===== src/common/gnn_config.svh =====
`ifndef GNN_CONFIG_SVH
`define GNN_CONFIG_SVH

// graph size
`define GNN_NUM_NODES   8
`define GNN_FEAT_DIM    4
`define GNN_NODE_AW     3

// node watched by the debug monitor
`define GNN_PROBE_NODE  5

// output saturation ceiling
`define GNN_OUT_MAX     32767

`endif


===== src/common/gnn_pkg.sv =====
`include "gnn_config.svh"

package gnn_pkg;

  // one signed feature or weight lane
  typedef logic signed [7:0] lane_t;

  // lane 0 sits in bits [7:0]
  typedef lane_t [`GNN_FEAT_DIM-1:0] feat_vec_t;

  // bit j set: node j is a neighbour
  typedef logic [`GNN_NUM_NODES-1:0] adj_t;

  typedef logic signed [17:0] hid_t;  // projection result
  typedef logic [15:0] out_t;         // relu'd and saturated

  typedef logic [`GNN_NODE_AW-1:0] node_idx_t;

  // host write target
  typedef enum logic [1:0] {
    WR_FEAT = 2'd0,
    WR_ADJ  = 2'd1,
    WR_WGT  = 2'd2
  } wr_sel_e;

endpackage


===== src/common/stage_ctl_if.sv =====
`timescale 1ns/1ps

// one-cycle start/done strobes between the scheduler and the stages
interface stage_ctl_if;

  logic dmvm_start;
  logic dmvm_done;
  logic spmm_start;
  logic spmm_done;

  modport sched (output dmvm_start, output spmm_start,
                 input  dmvm_done,  input  spmm_done);

  modport dmvm (input dmvm_start, output dmvm_done);

  modport spmm (input spmm_start, output spmm_done);

  modport mon (input dmvm_start, input dmvm_done,
               input spmm_start, input spmm_done);

endinterface


===== src/source/node_ram.sv =====
`timescale 1ns/1ps

module node_ram #(
  parameter type T     = logic [7:0],
  parameter int  DEPTH = 8
) (
  input  logic                     clk,
  input  logic                     we_i,
  input  logic [$clog2(DEPTH)-1:0] waddr_i,
  input  T                         wdata_i,
  input  logic [$clog2(DEPTH)-1:0] raddr_i,
  output T                         rdata_o
);

  T mem [DEPTH];

  always_ff @(posedge clk) begin
    if (we_i) begin
      mem[waddr_i] <= wdata_i;
    end
    rdata_o <= mem[raddr_i];  // old data on a same-address write
  end

endmodule


===== src/source/gat_scheduler.sv =====
`timescale 1ns/1ps

module gat_scheduler (
  input  logic       clk,
  input  logic       rst_n,
  input  logic       start_i,
  stage_ctl_if.sched ctl,
  output logic       busy_o,
  output logic       done_o
);

  typedef enum logic [1:0] {
    IDLE = 2'd0,
    DMVM = 2'd1,
    SPMM = 2'd2
  } state_e;

  state_e state_q;

  always_ff @(posedge clk or negedge rst_n) begin
    if (!rst_n) begin
      state_q        <= IDLE;
      ctl.dmvm_start <= 1'b0;
      ctl.spmm_start <= 1'b0;
      done_o         <= 1'b0;
    end else begin
      // strobes default low, so each is one cycle wide
      ctl.dmvm_start <= 1'b0;
      ctl.spmm_start <= 1'b0;
      done_o         <= 1'b0;

      case (state_q)
        IDLE: begin
          if (start_i) begin
            state_q        <= DMVM;
            ctl.dmvm_start <= 1'b1;
          end
        end

        DMVM: begin
          if (ctl.dmvm_done) begin
            state_q        <= SPMM;
            ctl.spmm_start <= 1'b1;  // handover the cycle after dmvm_done
          end
        end

        SPMM: begin
          if (ctl.spmm_done) begin
            state_q <= IDLE;
            done_o  <= 1'b1;
          end
        end

        default: state_q <= IDLE;
      endcase
    end
  end

  // rises with dmvm_start, falls with done_o
  assign busy_o = (state_q != IDLE);

endmodule


===== src/dmvm/dmvm_unit.sv =====
`timescale 1ns/1ps
`include "gnn_config.svh"

module dmvm_unit (
  input  logic               clk,
  input  logic               rst_n,
  stage_ctl_if.dmvm          ctl,
  input  logic               wgt_we_i,
  input  gnn_pkg::feat_vec_t wgt_i,
  output gnn_pkg::node_idx_t feat_raddr_o,
  input  gnn_pkg::feat_vec_t feat_rdata_i,
  output logic               hid_we_o,
  output gnn_pkg::node_idx_t hid_waddr_o,
  output gnn_pkg::hid_t      hid_wdata_o
);

  localparam gnn_pkg::node_idx_t LAST_NODE = gnn_pkg::node_idx_t'(`GNN_NUM_NODES - 1);

  gnn_pkg::feat_vec_t wgt_q;
  gnn_pkg::node_idx_t rd_cnt;
  logic               rd_act;
  logic               pend_vld;   // feature data arrives this cycle
  gnn_pkg::node_idx_t pend_addr;
  gnn_pkg::hid_t      dot;

  always_ff @(posedge clk) begin
    if (wgt_we_i) begin
      wgt_q <= wgt_i;
    end
    pend_addr <= rd_cnt;
  end

  always_ff @(posedge clk or negedge rst_n) begin
    if (!rst_n) begin
      rd_act        <= 1'b0;
      rd_cnt        <= '0;
      pend_vld      <= 1'b0;
      ctl.dmvm_done <= 1'b0;
    end else begin
      pend_vld      <= rd_act;
      ctl.dmvm_done <= pend_vld && (pend_addr == LAST_NODE);  // after the last write
      if (ctl.dmvm_start) begin
        rd_act <= 1'b1;
        rd_cnt <= '0;
      end else if (rd_act) begin
        rd_cnt <= rd_cnt + 1'b1;
        if (rd_cnt == LAST_NODE) begin
          rd_act <= 1'b0;
        end
      end
    end
  end

  // 8x8 products fit in 16 bits, four of them in 18
  always_comb begin
    dot = '0;
    for (int i = 0; i < `GNN_FEAT_DIM; i++) begin
      dot = dot + gnn_pkg::hid_t'($signed(feat_rdata_i[i]) * $signed(wgt_q[i]));
    end
  end

  assign feat_raddr_o = rd_cnt;
  assign hid_we_o     = pend_vld;
  assign hid_waddr_o  = pend_addr;
  assign hid_wdata_o  = dot;

endmodule


===== src/spmm/spmm_unit.sv =====
`timescale 1ns/1ps
`include "gnn_config.svh"

module spmm_unit (
  input  logic               clk,
  input  logic               rst_n,
  stage_ctl_if.spmm          ctl,
  output gnn_pkg::node_idx_t adj_raddr_o,
  input  gnn_pkg::adj_t      adj_rdata_i,
  output gnn_pkg::node_idx_t hid_raddr_o,
  input  gnn_pkg::hid_t      hid_rdata_i,
  output logic               out_vld_o,
  output gnn_pkg::node_idx_t out_node_o,
  output gnn_pkg::out_t      out_data_o
);

  localparam gnn_pkg::node_idx_t LAST_NODE = gnn_pkg::node_idx_t'(`GNN_NUM_NODES - 1);

  // per node: one mask cycle, eight hidden reads, one drain cycle
  typedef enum logic [2:0] {
    ST_IDLE  = 3'd0,
    ST_MASK  = 3'd1,
    ST_HID   = 3'd2,
    ST_DRAIN = 3'd3,
    ST_FIN   = 3'd4
  } step_e;

  step_e              step_q;
  gnn_pkg::node_idx_t node_cnt;
  gnn_pkg::node_idx_t nb_cnt;
  gnn_pkg::node_idx_t rd_nb;     // neighbour whose hidden value is on the bus
  logic               rd_vld;
  logic signed [20:0] acc_q;
  logic signed [20:0] acc_nxt;
  gnn_pkg::out_t      sat;

  // address held for the whole node, so the mask stays valid on the read port
  assign adj_raddr_o = node_cnt;
  assign hid_raddr_o = nb_cnt;

  always_comb begin
    acc_nxt = acc_q;
    if (rd_vld && adj_rdata_i[rd_nb]) begin
      acc_nxt = acc_q + $signed({{3{hid_rdata_i[17]}}, hid_rdata_i});
    end
    if (acc_nxt < 0) begin
      sat = '0;  // relu
    end else if (acc_nxt > `GNN_OUT_MAX) begin
      sat = gnn_pkg::out_t'(`GNN_OUT_MAX);
    end else begin
      sat = gnn_pkg::out_t'(acc_nxt);
    end
  end

  always_ff @(posedge clk or negedge rst_n) begin
    if (!rst_n) begin
      step_q        <= ST_IDLE;
      node_cnt      <= '0;
      nb_cnt        <= '0;
      rd_vld        <= 1'b0;
      out_vld_o     <= 1'b0;
      ctl.spmm_done <= 1'b0;
    end else begin
      rd_vld        <= (step_q == ST_HID);
      out_vld_o     <= 1'b0;
      ctl.spmm_done <= 1'b0;
      case (step_q)
        ST_IDLE: begin
          if (ctl.spmm_start) begin
            node_cnt <= '0;
            step_q   <= ST_MASK;
          end
        end
        ST_MASK: begin
          nb_cnt <= '0;
          step_q <= ST_HID;
        end
        ST_HID: begin
          nb_cnt <= nb_cnt + 1'b1;
          if (nb_cnt == LAST_NODE) step_q <= ST_DRAIN;
        end
        ST_DRAIN: begin
          out_vld_o <= 1'b1;  // last term folds in through acc_nxt
          if (node_cnt == LAST_NODE) begin
            step_q <= ST_FIN;
          end else begin
            node_cnt <= node_cnt + 1'b1;
            step_q   <= ST_MASK;
          end
        end
        ST_FIN: begin
          ctl.spmm_done <= 1'b1;
          step_q        <= ST_IDLE;
        end
        default: step_q <= ST_IDLE;
      endcase
    end
  end

  always_ff @(posedge clk) begin
    rd_nb <= nb_cnt;
    acc_q <= (step_q == ST_MASK) ? '0 : acc_nxt;
    if (step_q == ST_DRAIN) begin
      out_node_o <= node_cnt;
      out_data_o <= sat;
    end
  end

endmodule


===== src/source/gnn_debugger.sv =====
`timescale 1ns/1ps
`include "gnn_config.svh"

module gnn_debugger (
  input  logic               clk,
  input  logic               rst_n,
  stage_ctl_if.mon           ctl,
  input  logic               hid_we_i,
  input  gnn_pkg::node_idx_t hid_waddr_i,
  input  gnn_pkg::hid_t      hid_wdata_i,
  input  logic               out_vld_i,
  input  gnn_pkg::node_idx_t out_node_i,
  input  gnn_pkg::out_t      out_data_i,
  output logic [3:0]         flags_o,
  output logic [15:0]        count_o,
  output gnn_pkg::hid_t      probe_hid_o,
  output gnn_pkg::out_t      probe_out_o
);

  localparam gnn_pkg::node_idx_t PROBE = gnn_pkg::node_idx_t'(`GNN_PROBE_NODE);

  logic [3:0] strobes;

  // msb first: dmvm start, dmvm done, spmm start, spmm done
  assign strobes = {ctl.dmvm_start, ctl.dmvm_done, ctl.spmm_start, ctl.spmm_done};

  always_ff @(posedge clk or negedge rst_n) begin
    if (!rst_n) begin
      flags_o     <= '0;
      count_o     <= '0;
      probe_hid_o <= '0;
      probe_out_o <= '0;
    end else begin
      flags_o <= flags_o | strobes;  // sticky until reset
      if (out_vld_i) begin
        count_o <= count_o + 16'd1;
      end
      if (hid_we_i && (hid_waddr_i == PROBE)) begin
        probe_hid_o <= hid_wdata_i;
      end
      if (out_vld_i && (out_node_i == PROBE)) begin
        probe_out_o <= out_data_i;
      end
    end
  end

endmodule


===== src/source/gat_core.sv =====
`timescale 1ns/1ps
`include "gnn_config.svh"

module gat_core (
  input  logic        clk,
  input  logic        rst_n,
  input  logic        start_i,
  input  logic        wr_en_i,
  input  logic [1:0]  wr_sel_i,
  input  logic [2:0]  wr_addr_i,
  input  logic [31:0] wr_data_i,
  output logic        busy_o,
  output logic        done_o,
  output logic        out_vld_o,
  output logic [2:0]  out_node_o,
  output logic [15:0] out_data_o,
  output logic [3:0]  dbg_flags_o,
  output logic [15:0] dbg_count_o,
  output logic [17:0] dbg_hid_o,
  output logic [15:0] dbg_out_o
);

  stage_ctl_if ctl_if ();

  gnn_pkg::wr_sel_e   wr_sel;
  logic               feat_we;
  logic               adj_we;
  logic               wgt_we;

  gnn_pkg::node_idx_t feat_raddr;
  gnn_pkg::feat_vec_t feat_rdata;
  gnn_pkg::node_idx_t adj_raddr;
  gnn_pkg::adj_t      adj_rdata;
  logic               hid_we;
  gnn_pkg::node_idx_t hid_waddr;
  gnn_pkg::hid_t      hid_wdata;
  gnn_pkg::node_idx_t hid_raddr;
  gnn_pkg::hid_t      hid_rdata;

  // host write decode, weight writes ignore the address
  assign wr_sel  = gnn_pkg::wr_sel_e'(wr_sel_i);
  assign feat_we = wr_en_i && (wr_sel == gnn_pkg::WR_FEAT);
  assign adj_we  = wr_en_i && (wr_sel == gnn_pkg::WR_ADJ);
  assign wgt_we  = wr_en_i && (wr_sel == gnn_pkg::WR_WGT);

  gat_scheduler u_sched (
    .clk     (clk),
    .rst_n   (rst_n),
    .start_i (start_i),
    .ctl     (ctl_if.sched),
    .busy_o  (busy_o),
    .done_o  (done_o)
  );

  node_ram #(.T(gnn_pkg::feat_vec_t), .DEPTH(`GNN_NUM_NODES)) u_feat_ram (
    .clk     (clk),
    .we_i    (feat_we),
    .waddr_i (wr_addr_i),
    .wdata_i (gnn_pkg::feat_vec_t'(wr_data_i)),
    .raddr_i (feat_raddr),
    .rdata_o (feat_rdata)
  );

  node_ram #(.T(gnn_pkg::adj_t), .DEPTH(`GNN_NUM_NODES)) u_adj_ram (
    .clk     (clk),
    .we_i    (adj_we),
    .waddr_i (wr_addr_i),
    .wdata_i (gnn_pkg::adj_t'(wr_data_i[`GNN_NUM_NODES-1:0])),
    .raddr_i (adj_raddr),
    .rdata_o (adj_rdata)
  );

  node_ram #(.T(gnn_pkg::hid_t), .DEPTH(`GNN_NUM_NODES)) u_hid_ram (
    .clk     (clk),
    .we_i    (hid_we),
    .waddr_i (hid_waddr),
    .wdata_i (hid_wdata),
    .raddr_i (hid_raddr),
    .rdata_o (hid_rdata)
  );

  dmvm_unit u_dmvm (
    .clk          (clk),
    .rst_n        (rst_n),
    .ctl          (ctl_if.dmvm),
    .wgt_we_i     (wgt_we),
    .wgt_i        (gnn_pkg::feat_vec_t'(wr_data_i)),
    .feat_raddr_o (feat_raddr),
    .feat_rdata_i (feat_rdata),
    .hid_we_o     (hid_we),
    .hid_waddr_o  (hid_waddr),
    .hid_wdata_o  (hid_wdata)
  );

  spmm_unit u_spmm (
    .clk         (clk),
    .rst_n       (rst_n),
    .ctl         (ctl_if.spmm),
    .adj_raddr_o (adj_raddr),
    .adj_rdata_i (adj_rdata),
    .hid_raddr_o (hid_raddr),
    .hid_rdata_i (hid_rdata),
    .out_vld_o   (out_vld_o),
    .out_node_o  (out_node_o),
    .out_data_o  (out_data_o)
  );

  gnn_debugger u_dbg (
    .clk         (clk),
    .rst_n       (rst_n),
    .ctl         (ctl_if.mon),
    .hid_we_i    (hid_we),
    .hid_waddr_i (hid_waddr),
    .hid_wdata_i (hid_wdata),
    .out_vld_i   (out_vld_o),
    .out_node_i  (out_node_o),
    .out_data_i  (out_data_o),
    .flags_o     (dbg_flags_o),
    .count_o     (dbg_count_o),
    .probe_hid_o (dbg_hid_o),
    .probe_out_o (dbg_out_o)
  );

endmodule


===== config.mk =====
export PLATFORM = sky130hd
export DESIGN_NAME = gat_core
export DESIGN_NICKNAME = d
export VERILOG_FILES = /design/src/common/gnn_pkg.sv /design/src/common/stage_ctl_if.sv /design/src/source/node_ram.sv /design/src/source/gat_scheduler.sv /design/src/dmvm/dmvm_unit.sv /design/src/spmm/spmm_unit.sv /design/src/source/gnn_debugger.sv /design/src/source/gat_core.sv
export VERILOG_INCLUDE_DIRS = /design/src /design/src/common
export SDC_FILE = /design/constraint.sdc
export NUM_CORES = 1
export LEC_CHECK = 0
export ABC_AREA = 1
export BUFFER_PORTS_ARGS = -buffer_cell sky130_fd_sc_hd__buf_2
export CAP_MARGIN = 20
export CORE_MARGIN = 8
export CORE_UTILIZATION = 30
export DETAILED_ROUTE_END_ITERATION = 7
export GPL_TIMING_DRIVEN = 1
export HOLD_SLACK_MARGIN = 0.03
export PLACE_DENSITY = 0.41
export SLEW_MARGIN = 20
export SYNTH_ARGS = -nofsm -noshare
export SYNTH_HDL_FRONTEND = slang
export SYNTH_SLANG_ARGS = --single-unit
export TNS_END_PERCENT = 30

===== constraint.sdc =====
create_clock -name clk -period 11.5 [get_ports clk]
set_input_delay 2.3 -clock clk [delete_from_list [all_inputs] [get_ports clk]]
set_output_delay 2.3 -clock clk [all_outputs]
set_load 0.005 [all_outputs]

=== After elaboration in Yosys (flattened, before gate mapping) ===
Memories as Yosys holds them, arrays and structs flattened. A register that Yosys moved wholly into a read port is not among the register bits.
Index checks and enable logic that the tools add are counted.
Widths: inputs -> output; s select.

* Divide/modulo/power cells: 0
* Multiply operators: 4
* Reduce and logical (&&, ||, !) cells: 18
* Equality and inequality tests: 20
* Mux-type cells: 35
* $lt $le $gt $ge: 3
* $add $sub $neg: 8
* Shift operators: 0
* Bitwise operators: 1

{| class="wikitable"
|+ Operators by type and width
! operator !! number
|-
| $mul 8x8->16 || 4
|-
| $add 18x18->18 || 3
|-
| $add 21x18->21 || 1
|-
| $eq 3x3->1 const B || 7
|-
| $gt 21x16->1 const B || 1
|-
| $lt 21x1->1 const B || 1
|-
| $mux 21 || 1
|-
| $mux 3 || 7
|-
| $mux 1 || 18
|-
| $add 16x1->16 const B || 1
|-
| $mux 15 || 1
|-
| $pmux 3 s2 || 2
|-
| $pmux 3 s4 || 1
|-
| $add 3x1->3 const B || 3
|-
| $ne 2x2->1 const B || 4
|-
| $reduce_bool 2->1 || 4
|-
| $logic_and 1x1->1 || 7
|-
| $eq 3x2->1 const B || 2
|-
| $mux 2 || 3
|-
| $pmux 2 s3 || 1
|-
| $reduce_and 3->1 || 2
|-
| $eq 2x1->1 const B || 2
|-
| $eq 2x2->1 const B || 2
|-
| $logic_not 2->1 || 2
|-
| 8 further kinds || 9
|}

* Output and inout bits: 76
* Memory bits (read-only): 0
* Register bits: 155
* Latch bits: 0
* Memory bits (writable): 464
* Memories kept: 3

{| class="wikitable"
|+ Memory list
! memory !! words !! width !! read ports !! clocked after Yosys merged registers in !! write ports !! RTL line !! source
|-
| u_feat_ram.mem || 8 || 32 || 1 || 1 || 1 || node_ram.sv:15 || <nowiki>T mem [DEPTH];</nowiki>
|-
| u_hid_ram.mem || 8 || 18 || 1 || 1 || 1 || node_ram.sv:15 ||
|-
| u_adj_ram.mem || 8 || 8 || 1 || 1 || 1 || node_ram.sv:15 ||
|}

=== Longest topological paths before layout ===
* Depth in word-level cells: 6
* Depth in mapped cells: 34
* Depth with buffers taken out: 33

=== Cells and area by module ===
A second synthesis with hierarchy kept.

* Cells, all modules: 4,328
* Area, all modules: 40,475.1 µm²

{| class="wikitable"
|+ Modules (own cells, without submodules)
! module !! cells each !! times used !! area each (µm²)
|-
| dmvm_unit || 1,466 || 1 || 12,811.0
|-
| node_ram at u_feat_ram || 1,156 || 1 || 11,872.6
|-
| node_ram at u_hid_ram || 657 || 1 || 6,737.7
|-
| spmm_unit || 457 || 1 || 3,434.5
|-
| node_ram at u_adj_ram || 303 || 1 || 3,050.4
|-
| gnn_debugger || 261 || 1 || 2,349.8
|-
| gat_scheduler || 21 || 1 || 192.7
|-
| gat_core || 7 || 1 || 26.3
|}

=== Worst setup path after synthesis ===
Ideal clock, no wire load.

* Path type: register to register
* Start point: register u_dmvm.wgt_q[2] (netlist bit)
* End point: memory u_hid_ram.mem[0][17] (netlist bit), data pin
* Arrival: 6.249 ns
* Path slack: 5.014 ns
* Clock period less this slack: 6.486 ns
* Required time: 11.264 ns
* Path buffers: 1
* Stages on the path, launching flop included: 33
* Cells stage by stage: edfxtp_1 clkbuf_1 nand2_1 inv_1 fa_1 inv_1 fa_1 inv_1 fa_1 inv_1 fa_1 inv_1 ha_1 inv_1 nor3_1 nand2_1 nand2_1 a21oi_1 o21bai_1 nand2_1 a21boi_0 nor2_1 nand2_1 nand2_1 fa_1 fa_1 inv_1 ha_1 inv_1 nor3_1 nand3_1 nand2_1 xor2_1

* Longest elaborated chain between the ends: 4

{| class="wikitable"
|+ Ends and longest elaborated chain
! item !! RTL line !! source
|-
| start, declared || dmvm_unit.sv:19 || <nowiki>gnn_pkg::feat_vec_t wgt_q;</nowiki>
|-
| start signal, assigned || dmvm_unit.sv:28 || <nowiki>wgt_q <= wgt_i;</nowiki>
|-
| $mul 8x8->16 || dmvm_unit.sv:58 || <nowiki>dot = dot + gnn_pkg::hid_t'($signed(feat_rdata_i[i]) * $signed(wgt_q[i]));</nowiki>
|-
| $add 18x18->18 (3 in a row) || dmvm_unit.sv:58 ||
|-
| via hid_wdata[17] || gat_core.sv:36 || <nowiki>gnn_pkg::hid_t hid_wdata;</nowiki>
|-
| end, declared || node_ram.sv:15 ||
|}

The timed path passes the listed nets, and every way through them passes these cells.

=== Worst setup path after layout ===
* Start point: register u_dmvm.wgt_q[16] (netlist bit)
* End point: memory u_hid_ram.mem[3][17] (netlist bit), data pin

* Longest elaborated chain between the ends: 3

{| class="wikitable"
|+ Ends and longest elaborated chain
! item !! RTL line
|-
| $mul 8x8->16 || dmvm_unit.sv:58
|-
| $add 18x18->18 (2 in a row) || dmvm_unit.sv:58
|-
| via hid_wdata[17] || gat_core.sv:36
|}

The timed path passes the listed nets, and every way through them passes these cells.

==> reports/metrics.cfg <==
[final_layout]
finalCoreUtilization_pct=34.1
post_route_cells_drive_above_1_share_pct=9.21
multi_input_comb_area_mm2=0.0157
layout.filler_cells=12755
ff_latch_area_mm2=0.0191
finish.net_count=4169
area_growth_syn_to_layout_pct=13.5

[clocking]
cts_tree=yes
cts_max_path_buffers=3
cts_setup_buffers=0
clk_transition_reported_paths_ns=0.06
cts-htree-levels=3
clk_root_buffer_cell=sky130_fd_sc_hd__clkbuf_16
clock_sinks=677
cts_hold_repair.buffers=0
cts_resized=0
clk_lat_worst_skew_ns=0.64
total_cts_buffers=79

[sta]
setup_viol=0
final.period_utilization_pct=63.8
finClkSkew_ns=0.0221
hold_slack_ns=0.431
totalNegativeSetupSlack_ns=0
fmax_mhz=136
relSlewSlack_pct=32.8
timing_worst_slew_pin_value_ns=1.00
final_max_slew_viol_count=0
min_period_ns=7.34
hold_viol=0
grt_setup_unrepaired=no

[route]
routed-via-count=24060
route.layer.met1.wl_um=45600
top_layer=met5
drtPass1Iterations=5
routed_wire_length_per_instance_um=17.9
ant_nets=0
routed_wirelength_um=97100
wl_met2_um=46400
met3_length_um=3180
post-route-drc-count=0
drt-initial-drc-count=1287
route.detailed.vias_per_inst=4.43

[min_path]
hold-path-cell-count=0
worstHoldPathType=reg -> reg
min-delay-start=u_spmm.hid_raddr_o[2]$_DFFE_PN0P_
hold_end=u_spmm.rd_nb[2]$_DFF_P_

[status]
outcome=finished, final reports clean

[critical_path]
crit_required_ns=11.85
r2r.worst_path.cells=27
timing.setup.critical_path_class=reg -> reg
critical_path.startpoint_type=flip-flop
timing.rr.end=u_hid_ram.mem[3][17]$_DFFE_PP_
cp_data_arrival_time_ns=7.69
critical_path_peak_fanout=9
endpoint_kind=flip-flop
r2r_setup_slack_ns=4.16
rr_startpoint=u_dmvm.wgt_q[16]$_DFFE_PP_

[yosys]
ys_top_cells_by_count=627 x sky130_fd_sc_hd__inv_1, 523 x sky130_fd_sc_hd__nor2_1, 515 x sky130_fd_sc_hd__edfxtp_1, 451 x sky130_fd_sc_hd__nand2_1, 282 x sky130_fd_sc_hd__o21ai_0
synthCells=3641
synth_nets=4096
yosys-top-cells-area=sky130_fd_sc_hd__edfxtp_1 41%, sky130_fd_sc_hd__fa_1 14%, sky130_fd_sc_hd__inv_1 6.3%, sky130_fd_sc_hd__ha_1 5.3%, sky130_fd_sc_hd__nor2_1 5.2%
area_share_of_the_largest_cell_type_after_synthesis_pct=41.1
mappedNetlistArea_mm2=0.0376
yosys_warnings=0
synth_top_cell_by_area=sky130_fd_sc_hd__edfxtp_1
yosys.cell_count.top_type=sky130_fd_sc_hd__inv_1
synth-seq-cells=677
synth_area_per_cell_um2=10.3
synthArstFlopShare_pct=11.4
count_of_distinct_cell_types_in_the_synthesized_netlist=49
synth_enable_flop_cells=515
synth-seq-area-share_pct=50.7
dominantRegCellSynth=sky130_fd_sc_hd__edfxtp_1

[placement]
gp_routability_congestion=0.813
io_buffer_count=116
hpwl_um=66700

[floorplanning]
die_span_in_x_um=370
die_height_um=370
die_area_mm2=0.137
coreArea_mm2=0.125
floorplan.initialDensity_pct=30.1
core.rowCount=130
io_pins=117

[grt]
via_count_of_the_first_global_routing_pass=25126
grt_pass1_wl_um=151000
grt_usage_pct=14.2
antenna_found_initial=5
grt_start_max_net_pins=75
grt_overflow=0

[run]
drv.max_cap_violation_count=0

## cell type report
class	instances	area share, %
Multi-Input combinational cell	2175	36.7
Clock buffer	126	5.64
Inverter	632	5.56
Tap cell	1650	4.83
Timing Repair Buffer	149	1.95
Sequential cell	677	44.7
Clock inverter	21	0.630
Antenna cell	3	0.0176
## worst max-delay path, stage by stage (launching register included)
cell and delay (ns):
sky130_fd_sc_hd__edfxtp_1 0.49, sky130_fd_sc_hd__nand2_1 0.10, sky130_fd_sc_hd__inv_1 0.07, sky130_fd_sc_hd__ha_1 0.40
sky130_fd_sc_hd__inv_1 0.14, sky130_fd_sc_hd__fa_1 0.49, sky130_fd_sc_hd__inv_1 0.05, sky130_fd_sc_hd__fa_1 0.53
sky130_fd_sc_hd__inv_1 0.05, sky130_fd_sc_hd__fa_1 0.47, sky130_fd_sc_hd__inv_1 0.04, sky130_fd_sc_hd__ha_1 0.35
sky130_fd_sc_hd__a21oi_1 0.21, sky130_fd_sc_hd__o21ai_0 0.10, sky130_fd_sc_hd__a21oi_1 0.26, sky130_fd_sc_hd__o21ai_0 0.20
sky130_fd_sc_hd__a21o_1 0.21, sky130_fd_sc_hd__a21oi_1 0.15, sky130_fd_sc_hd__xor2_1 0.32, sky130_fd_sc_hd__fa_1 0.51
sky130_fd_sc_hd__fa_1 0.53, sky130_fd_sc_hd__inv_1 0.05, sky130_fd_sc_hd__ha_1 0.31, sky130_fd_sc_hd__inv_1 0.07
sky130_fd_sc_hd__nor3_1 0.25, sky130_fd_sc_hd__nand3_1 0.11, sky130_fd_sc_hd__nand2_1 0.09, sky130_fd_sc_hd__xor2_1 0.51
## stage by stage
step	worst slack [ns]	cell area (um2)	std cells
floorplan	5.01	37600	3641
global placement	4.18	40000	5282
detailed placement	4.12	40000	5283
CTS	4.14	42700	5430
global route	3.66	42700	5430
finish	4.16	42700	5433
## flip-flops by register name, indices dropped and copies added (netlist names), 4 cells and up
register,count
u_dbg.flags_o,4
u_feat_ram.mem,256
u_adj_ram.mem,64
u_dbg.probe_hid_o,18
u_adj_ram.rdata_o,8
u_hid_ram.rdata_o,18
u_dbg.probe_out_o,16
u_dbg.count_o,16
u_hid_ram.mem,144
u_spmm.out_data_o,16
u_feat_ram.rdata_o,32
u_dmvm.wgt_q,32
u_spmm.acc_q,21
## per-layer routing
metal / vias to the layer above / global-route usage (%)
met5: - / 0
met1: 11755 / 18.8
li1: 11875 / -
met2: 315 / 24.2
met3: 111 / 2.23
met4: 4 / 3.40
## worst max path at each step
stage | end | start | slack, ns | depth (start not counted)
2_1_floorplan | u_hid_ram.mem[0][17]$_DFFE_PP_ | u_dmvm.wgt_q[2]$_DFFE_PP_ | 5.01 | 32
3_3_place_gp | u_hid_ram.mem[4][17]$_DFFE_PP_ | u_dmvm.wgt_q[16]$_DFFE_PP_ | 4.18 | 27
3_5_place_dp | u_hid_ram.mem[3][17]$_DFFE_PP_ | u_dmvm.wgt_q[16]$_DFFE_PP_ | 4.12 | 27
4_1_cts | u_hid_ram.mem[3][17]$_DFFE_PP_ | u_dmvm.wgt_q[16]$_DFFE_PP_ | 4.14 | 27
5_1_grt | u_hid_ram.mem[1][17]$_DFFE_PP_ | u_dmvm.wgt_q[17]$_DFFE_PP_ | 3.66 | 27
6_report | u_hid_ram.mem[3][17]$_DFFE_PP_ | u_dmvm.wgt_q[16]$_DFFE_PP_ | 4.16 | 27
## layout by cell type (no fill, tap or decap), types with 83 or more instances in the layout
cell type                   synthesis  layout
sky130_fd_sc_hd__buf_2              2     115
sky130_fd_sc_hd__dfxtp_1           85      85
sky130_fd_sc_hd__edfxtp_1         515     515
sky130_fd_sc_hd__inv_1            627     623
sky130_fd_sc_hd__nand2_1          451     451
sky130_fd_sc_hd__clkbuf_16          0      84
sky130_fd_sc_hd__o21ai_0          282     282
sky130_fd_sc_hd__ha_1             160     160
sky130_fd_sc_hd__a21oi_1           83      83
sky130_fd_sc_hd__nor2_1           523     507
sky130_fd_sc_hd__fa_1             254     254
## kinds of logic after synthesis
kind of cell / synth area share [%]
other: 0.00997
flip-flops: 50.7
AO/OA/AOI/OAI: 7.57
multiplexers: 0.532
adder cells (fa/ha/maj): 18.8
AND/OR/NAND/NOR: 11.8
XOR/XNOR: 2.51
buffers and inverters: 7.95
Power is left out: the tool's default activity adds up to more than one toggle a clock period on the data nets, which glitch-free logic cannot reach.
